`src/include/glue_settings.svh`:
```
`ifndef GLUE_SETTINGS_SVH
`define GLUE_SETTINGS_SVH

// single addresses
`define GLUE_IN0_ADDR      16'h8000
`define GLUE_VIDCTL_ADDR   16'h8001
`define GLUE_PAUSE_ADDR    16'h8530
`define GLUE_MENU_ADDR     16'h8531

// ranges, base inclusive and limit exclusive
`define GLUE_TS_BASE       16'h8080
`define GLUE_TS_LIMIT      16'h80A0
`define GLUE_TIMER_BASE    16'h80C0
`define GLUE_TIMER_LIMIT   16'h80D0
`define GLUE_JOY_BASE      16'h8100
`define GLUE_JOY_LIMIT     16'h81C0
`define GLUE_PAD_BASE      16'h8300
`define GLUE_PAD_LIMIT     16'h8330
`define GLUE_KEY_BASE      16'h8400
`define GLUE_KEY_LIMIT     16'h840C

// 24 MHz clock cycles per millisecond tick
`define GLUE_TIMER_DIV     24000

// host port counts
`define GLUE_JOY_PORTS     6
`define GLUE_JOY_BITS      32
`define GLUE_PAD_PORTS     6

// fixed bit pair in the middle of the status byte
`define GLUE_STATUS_FIXED  2'b10

`endif

```
`src/verilog/glue_pkg.sv`:
```
`default_nettype none
`include "glue_settings.svh"

package glue_pkg;

	// cpu side of the bus, wr is a one cycle strobe
	typedef struct packed {
		logic [15:0] addr;
		logic        wr;
		logic [7:0]  dout;
	} cpu_bus_t;

	typedef struct packed {
		logic [7:0] page;
		logic [7:0] offset;
	} mmio_page_t;

	// flat word for range compares, page/offset for byte selection
	typedef union packed {
		logic [15:0] word;
		mmio_page_t  paged;
	} mmio_addr_u;

	typedef struct packed {
		logic in0;
		logic vidctl;
		logic ts;
		logic timer;
		logic joy;
		logic pad;
		logic key;
		logic pause;
		logic menu;
	} chip_sel_t;

	typedef struct packed {
		logic [`GLUE_JOY_PORTS*`GLUE_JOY_BITS-1:0] joystick;
		// one byte per paddle
		logic [`GLUE_PAD_PORTS*8-1:0] paddle;
		logic [10:0] ps2_key;
		logic [32:0] timestamp;
	} host_in_t;

	typedef struct packed {
		logic hs;
		logic vs;
		logic hblank;
		logic vblank;
	} vid_sync_t;

	typedef struct packed {
		logic [7:0] b;
		logic [7:0] g;
		logic [7:0] r;
	} rgb_t;

	typedef struct packed {
		rgb_t rgb;
		logic a;
	} layer_pix_t;

endpackage

`default_nettype wire

```
`src/verilog/addr_decode.sv`:
```
`timescale 1ns/1ps
`default_nettype none
`include "glue_settings.svh"

module addr_decode
	import glue_pkg::*;
(
	input wire cpu_bus_t bus,
	output chip_sel_t sel,
	output chip_sel_t wsel
);

	mmio_addr_u addr_view;

	// base inclusive, limit exclusive
	function automatic logic in_range(
		input logic [15:0] a,
		input logic [15:0] base,
		input logic [15:0] limit
	);
		return (a >= base) && (a < limit);
	endfunction

	assign addr_view = bus.addr;

	always_comb
	begin
		sel = '0;

		// single register addresses
		sel.in0 = (addr_view.word == `GLUE_IN0_ADDR);
		sel.vidctl = (addr_view.word == `GLUE_VIDCTL_ADDR);
		sel.pause = (addr_view.word == `GLUE_PAUSE_ADDR);
		sel.menu = (addr_view.word == `GLUE_MENU_ADDR);

		// multi-byte sources
		sel.ts = in_range(addr_view.word, `GLUE_TS_BASE, `GLUE_TS_LIMIT);
		sel.timer = in_range(addr_view.word, `GLUE_TIMER_BASE, `GLUE_TIMER_LIMIT);
		sel.joy = in_range(addr_view.word, `GLUE_JOY_BASE, `GLUE_JOY_LIMIT);
		sel.pad = in_range(addr_view.word, `GLUE_PAD_BASE, `GLUE_PAD_LIMIT);
		sel.key = in_range(addr_view.word, `GLUE_KEY_BASE, `GLUE_KEY_LIMIT);
	end

	// write strobes only live for the cycle wr is high
	always_comb
	begin
		if (bus.wr)
		begin
			wsel = sel;
		end
		else
		begin
			wsel = '0;
		end
	end

endmodule

`default_nettype wire

```
`src/verilog/glue_top.sv`:
```
`timescale 1ns/1ps
`default_nettype none

module glue_top
	import glue_pkg::*;
(
	input wire logic clk_24,
	input wire logic rst,
	input wire logic pause,
	input wire logic menu,
	input wire cpu_bus_t bus,
	input wire host_in_t host,
	input wire vid_sync_t sync,
	input wire layer_pix_t spr,
	input wire layer_pix_t chr,
	input wire layer_pix_t tile,
	output logic [7:0] cpu_din,
	output logic cpu_wait,
	output rgb_t rgb
);

	chip_sel_t sel;
	chip_sel_t wsel;
	logic sprite_high;
	logic [15:0] timer_count;
	logic menu_flag;

	addr_decode i_addr_decode (
		.bus  (bus),
		.sel  (sel),
		.wsel (wsel)
	);

	input_readback i_input_readback (
		.sel         (sel),
		.addr        (bus.addr),
		.host        (host),
		.sync        (sync),
		.menu        (menu),
		.timer_count (timer_count),
		.menu_flag   (menu_flag),
		.cpu_din     (cpu_din)
	);

	system_control i_system_control (
		.clk_24      (clk_24),
		.rst         (rst),
		.pause       (pause),
		.menu        (menu),
		.wsel        (wsel),
		.dout        (bus.dout),
		.cpu_wait    (cpu_wait),
		.sprite_high (sprite_high),
		.timer_count (timer_count),
		.menu_flag   (menu_flag)
	);

	layer_mixer i_layer_mixer (
		.clk_24      (clk_24),
		.rst         (rst),
		.spr         (spr),
		.chr         (chr),
		.tile        (tile),
		.sprite_high (sprite_high),
		.rgb         (rgb)
	);

endmodule

`default_nettype wire

```
`src/verilog/input_readback.sv`:
```
`timescale 1ns/1ps
`default_nettype none
`include "glue_settings.svh"

module input_readback
	import glue_pkg::*;
(
	input wire chip_sel_t sel,
	input wire mmio_addr_u addr,
	input wire host_in_t host,
	input wire vid_sync_t sync,
	input wire logic menu,
	input wire logic [15:0] timer_count,
	input wire logic menu_flag,
	output logic [7:0] cpu_din
);

	logic [7:0] status_byte;
	logic [7:0] joy_byte;
	logic [7:0] pad_byte;
	logic [7:0] key_byte;
	logic [7:0] ts_byte;
	logic [7:0] timer_byte;

	// source is zero padded to 256 bits, so bytes past its width read 0
	function automatic logic [7:0] pick_byte(
		input logic [255:0] src,
		input logic [4:0] idx
	);
		return src[{idx, 3'b000} +: 8];
	endfunction

	assign status_byte = {
		sync.hs,
		sync.vs,
		sync.hblank,
		sync.vblank,
		`GLUE_STATUS_FIXED,
		menu,
		1'b0
	};

	// low offset bits pick the byte within each source
	assign joy_byte = pick_byte(256'(host.joystick), addr.paged.offset[4:0]);
	assign pad_byte = pick_byte(256'(host.paddle), {2'b00, addr.paged.offset[2:0]});
	assign key_byte = pick_byte(256'(host.ps2_key), {4'b0000, addr.paged.offset[0]});
	assign ts_byte = pick_byte(256'(host.timestamp), {2'b00, addr.paged.offset[2:0]});
	assign timer_byte = pick_byte(256'(timer_count), {4'b0000, addr.paged.offset[0]});

	// selects are disjoint, order here does not matter
	always_comb
	begin
		if (sel.in0)
		begin
			cpu_din = status_byte;
		end
		else if (sel.joy)
		begin
			cpu_din = joy_byte;
		end
		else if (sel.pad)
		begin
			cpu_din = pad_byte;
		end
		else if (sel.key)
		begin
			cpu_din = key_byte;
		end
		else if (sel.ts)
		begin
			cpu_din = ts_byte;
		end
		else if (sel.timer)
		begin
			cpu_din = timer_byte;
		end
		else if (sel.menu)
		begin
			cpu_din = {8{menu_flag}};
		end
		else
		begin
			cpu_din = 8'h00;
		end
	end

endmodule

`default_nettype wire

```
`src/verilog/layer_mixer.sv`:
```
`timescale 1ns/1ps
`default_nettype none

module layer_mixer
	import glue_pkg::*;
(
	input wire logic clk_24,
	input wire logic rst,
	input wire layer_pix_t spr,
	input wire layer_pix_t chr,
	input wire layer_pix_t tile,
	input wire logic sprite_high,
	output rgb_t rgb
);

	rgb_t mixed;

	// first opaque layer wins, black when nothing is opaque
	always_comb
	begin
		mixed = '0;
		if (tile.a)
		begin
			mixed = tile.rgb;
		end
		if (sprite_high)
		begin
			if (spr.a)
				mixed = spr.rgb;
			else if (chr.a)
				mixed = chr.rgb;
		end
		else
		begin
			if (chr.a)
				mixed = chr.rgb;
			else if (spr.a)
				mixed = spr.rgb;
		end
	end

	always_ff @(posedge clk_24)
	begin
		if (rst)
		begin
			rgb <= '0;
		end
		else
		begin
			rgb <= mixed;
		end
	end

endmodule

`default_nettype wire

```
`src/verilog/system_control.sv`:
```
`timescale 1ns/1ps
`default_nettype none
`include "glue_settings.svh"

module system_control
	import glue_pkg::*;
(
	input wire logic clk_24,
	input wire logic rst,
	input wire logic pause,
	input wire logic menu,
	input wire chip_sel_t wsel,
	input wire logic [7:0] dout,
	output logic cpu_wait,
	output logic sprite_high,
	output logic [15:0] timer_count,
	output logic menu_flag
);

	localparam int PRE_W = $clog2(`GLUE_TIMER_DIV);
	localparam logic [PRE_W-1:0] PRE_LAST = PRE_W'(`GLUE_TIMER_DIV - 1);

	logic [7:0] vid_ctl;
	logic pause_trig;
	logic [PRE_W-1:0] prescale;

	always_ff @(posedge clk_24)
	begin
		if (rst)
		begin
			vid_ctl <= 8'h00;
		end
		else if (wsel.vidctl)
		begin
			vid_ctl <= dout;
		end
	end

	// bit 0 puts sprites above the character layer
	assign sprite_high = vid_ctl[0];

	// software sets the pause, the host pause input releases it
	always_ff @(posedge clk_24)
	begin
		if (rst)
		begin
			pause_trig <= 1'b0;
		end
		else
		begin
			if (wsel.pause)
			begin
				pause_trig <= 1'b1;
			end
			if (pause)
			begin
				pause_trig <= 1'b0;
			end
		end
	end

	assign cpu_wait = pause | pause_trig;

	// host sets the menu request, software acknowledges it
	always_ff @(posedge clk_24)
	begin
		if (rst)
		begin
			menu_flag <= 1'b0;
		end
		else
		begin
			if (menu)
			begin
				menu_flag <= 1'b1;
			end
			if (wsel.menu)
			begin
				menu_flag <= 1'b0;
			end
		end
	end

	// millisecond counter, any write to the timer range restarts it
	always_ff @(posedge clk_24)
	begin
		if (rst || wsel.timer)
		begin
			prescale <= '0;
			timer_count <= 16'h0000;
		end
		else if (prescale == PRE_LAST)
		begin
			prescale <= '0;
			timer_count <= timer_count + 16'd1;
		end
		else
		begin
			prescale <= prescale + 1'b1;
		end
	end

endmodule

`default_nettype wire
```
`config.mk`:
```
export PLATFORM = sky130hd
export DESIGN_NAME = glue_top
export DESIGN_NICKNAME = d
export VERILOG_FILES = /design/src/verilog/glue_pkg.sv /design/src/verilog/addr_decode.sv /design/src/verilog/glue_top.sv /design/src/verilog/input_readback.sv /design/src/verilog/layer_mixer.sv /design/src/verilog/system_control.sv
export VERILOG_INCLUDE_DIRS = /design/src /design/src/include
export SDC_FILE = /design/constraint.sdc
export NUM_CORES = 1
export LEC_CHECK = 0
export BUFFER_PORTS_ARGS = -buffer_cell sky130_fd_sc_hd__clkbuf_2
export CAP_MARGIN = 10
export CORE_AREA = 2 2 163 165
export CTS_BUF_LIST = sky130_fd_sc_hd__clkbuf_8
export DETAILED_ROUTE_END_ITERATION = 12
export DIE_AREA = 0 0 165 167
export GPL_TIMING_DRIVEN = 0
export SKIP_CTS_REPAIR_TIMING = 1
export SYNTH_ARGS = -nofsm -noshare
export SYNTH_HDL_FRONTEND = slang
export SYNTH_SLANG_ARGS = --single-unit
```
`constraint.sdc`:
```
create_clock -name clk_24 -period 4.08 [get_ports clk_24]
set_input_delay 0.408 -clock clk_24 [delete_from_list [all_inputs] [get_ports clk_24]]
set_output_delay 0.408 -clock clk_24 [all_outputs]
set_load 0.02 [all_outputs]
```
==> metrics.cfg <==
[timing]
finClkSkew_ns = 0.0109
relSlewSlack_pct = 39.4
fin_crit_ns = 3.89
rsz0062_at_grt = false
finalSetupViolations = 0
max_freq_mhz = 257
worst_slew_pin_slew_ns = 0.908
slew_viol_final = 0
hold_viol = 0
setup_tns_ns = 0
period_share_pct = 95.3

[finish]
utilization_pct = 31.1
fill_cells = 2803
nNetsFinal = 1444
fin_cells = 1393
areaGrowthSynthToFinish_pct = 50.9
drive_gt1_share_pct = 49.2

[logic_synthesis]
synth-xor-area-share_pct = 3.63
async_reset_ff_share_pct = 0
synth_top_family_by_area = multiplexers
synth_compound_area_share_pct = 14.6
synth-adder-area-share_pct = 0.471
synth-seq-area-share_pct = 21.9
yosys_most_used_dff = dfxtp_1
syn_inst = 622
synth_area_mm2 = 0.00531
synth_edf_count = 0
yosys.area_share.simple_pct = 23.4
ys_types = 54
synth_seq_cells = 58
yosys_warnings = 0
syn_nets = 1016
synth.area.mux_share_pct = 31.8
avgSynthCellArea_um2 = 8.53

[clocking]
cts_root_buf = clkbuf_8
cts.sink_count = 58
clock_latency_ns = 0.35
cts_made_buffers = 9
cts_tree = built
path_clk_slew_ns = 0.06
clockBufferDepth = 2
h-tree-depth = 3

[floorplanning]
coreArea_mm2 = 0.0258
rows = 59
die-area_mm2 = 0.0276
dieWidth_um = 165
io_pins = 425
die_h_um = 167
initial_utilization_pct = 20.6

[grt]
antenna_found_initial = 4
grt_max_degree = 11
grt_pass1_vias = 7007
overflow = 0
grtUsageTotal_pct = 22.0
grt_pass1_wl_um = 44100

[critical_path]
cp.arrival_ns = 3.48
critPathRequiredTime_ns = 3.67
reg2reg_from = i_system_control.prescale[0]
startpoint = bus[9]
worstRegToRegCells = 9
r2r-end = i_system_control.prescale[3]
crit_type = in -> out
endpoint_kind = primary output
rrSetupSlack_ns = 1.86
critical_path.endpoint = cpu_din[2]
cp_max_fo = 10
critPathLaunchType = primary input

[detailed_routing]
viasPerCell = 5.01
first_iter_violations = 536
ant_nets = 0
drc = 0
post_drt_wl_per_cell_um = 22.1
firstDrtPassIters = 5
routed_wl_um = 30800
routed-via-count = 6974

[job]
maxCapViolCount = 0

[power_and_ir_drop]
power.density_mw_per_mm2 = 215
ir_worst_vdd_uv = 118
power.total_mw = 1.72
p_leak_nw = 3.74

[placed_design]
place_congestion = 0.915
io_buffers = 416
hpwl_um = 26500
dp_cells = 1374

[outcome]
outcome = finished, final reports clean

[hold_path]
holdPathStages = 2
hold_class = in -> reg

-- per-layer routing --
| metal | share of wire (%) | vias to the layer above | global-route usage, % |
|---|---|---|---|
| met5 | 0 | - | 0 |
| met4 | 2.7 | 0 | 7.26 |
| met3 | 7.5 | 42 | 5.73 |
| met2 | 47 | 362 | 34.6 |
| met1 | 43 | 3340 | 29.2 |
| li1 | - | 3230 | - |
-- worst min path at each step --
stage                                      start                      endpoint  slack, ns
floorplan           i_system_control.prescale[0]  i_system_control.prescale[0]       0.44
global placement    i_system_control.prescale[0]  i_system_control.prescale[0]       0.46
detailed placement  i_system_control.prescale[0]  i_system_control.prescale[0]       0.47
CTS                                        pause   i_system_control.pause_trig       0.23
global route                               pause   i_system_control.pause_trig       0.24
finish                                     pause   i_system_control.pause_trig       0.25
-- kinds of logic after synthesis --
group | after synthesis
AO/OA/AOI/OAI | 124
XOR/XNOR | 22
adder cells (fa/ha/maj) | 2
buffers and inverters | 55
flip-flops | 58
multiplexers | 111
AND/OR/NAND/NOR | 250
-- Yosys cell counts, types with 2 or more instances --
| cell type | instances | area, um2 |
|---|---|---|
| a32oi_1 | 2 | 17.5 |
| or3_1 | 11 | 68.8 |
| mux2i_1 | 45 | 450 |
| nor4_1 | 29 | 181 |
| o22a_1 | 4 | 35.0 |
| nor2b_1 | 3 | 18.8 |
| o22ai_1 | 13 | 81.3 |
| or4_1 | 3 | 22.5 |
| o21ai_0 | 16 | 80.1 |
| nor3_1 | 11 | 55.1 |
| a21oi_1 | 52 | 260 |
| nor2_1 | 101 | 379 |
| nand3_1 | 13 | 65.1 |
| a222oi_1 | 2 | 20.0 |
| xnor2_1 | 11 | 96.3 |
| nand2b_1 | 6 | 37.5 |
| a221o_1 | 2 | 20.0 |
| buf_2 | 11 | 55.1 |
| o221ai_1 | 4 | 35.0 |
| and3_1 | 7 | 43.8 |
| ha_1 | 2 | 25.0 |
| a221oi_1 | 2 | 17.5 |
| a2bb2oi_1 | 4 | 35.0 |
| a211oi_1 | 13 | 97.6 |
| nand4_1 | 11 | 68.8 |
| or2_2 | 7 | 43.8 |
| buf_1 | 4 | 15.0 |
| nand2_1 | 35 | 131 |
| mux4_2 | 44 | 991 |
| mux2_2 | 22 | 248 |
| dfxtp_1 | 58 | 1160 |
| o211ai_1 | 2 | 15.0 |
| xor2_1 | 11 | 96.3 |
| and2_1 | 5 | 31.3 |
| clkbuf_1 | 26 | 97.6 |
| inv_1 | 12 | 45.0 |
-- cells in the final DEF (no fill, tap or decap), drive strengths merged, types with 3 or more instances in the layout --
cell,n
clkbuf,452
a2bb2oi,4
or2,7
a21oi,52
mux2,22
xnor2,11
nand4,11
mux4,44
mux2i,45
and2,6
xor2,11
o21ai,17
nor4,30
o22ai,13
inv,14
nand2,36
o221ai,4
or3,11
a211oi,13
diode,4
nor2b,3
nor2,101
and3,7
o22a,4
dfxtp,58
or4,3
buf,17
nor3,11
nand2b,6
nand3,13
clkinv,3
-- layout make-up --
type	instances	area (um2)	share of cell area (%)
antenna	4	10.0	0.125
buffer	42	175	2.19
clock buffer	10	138	1.72
clock inverter	5	47.5	0.594
inverter	13	48.8	0.609
multi-input combinational	509	3920	49.0
sequential	58	1160	14.5
tap	335	419	5.23
timing repair buffer	417	2090	26.1
-- per-stage QoR --
| step | setup slack, ns | cell area (um2) | hold slack (ns) |
|---|---|---|---|
| after global placement | 0.174 | 7810 | 0.457 |
| after global routing | 0.0277 | 8010 | 0.238 |
| after floorplan | 1.28 | 5310 | 0.437 |
| after detailed placement | 0.191 | 7810 | 0.467 |
| final | 0.192 | 8010 | 0.247 |
| after CTS | 0.185 | 8000 | 0.226 |
-- where the power goes --
group / switching (mW) / internal (mW) / leakage [nW]
logic: 0.305 / 0.297 / 3.16
clock network: 0.234 / 0.289 / 0.105
registers: 0.00789 / 0.588 / 0.475
-- registers in the layout, indices dropped and copies added, names as in the netlist --
register / flops
i_layer_mixer.rgb: 24
i_system_control.timer_count: 16
i_system_control.pause_trig: 1
i_system_control.menu_flag: 1
i_system_control.prescale: 15
i_system_control.vid_ctl: 1
-- worst max-delay path, stage by stage --
cell and delay [ns]:
clkbuf_2 0.17, buf_2 0.35, buf_2 0.38, buf_4 0.33
buf_2 0.42, mux2i_1 0.12, o21ai_0 0.51, mux2i_1 0.16
a21oi_1 0.36, clkbuf_2 0.25
Note: power is estimated with default switching activity, not from simulation.
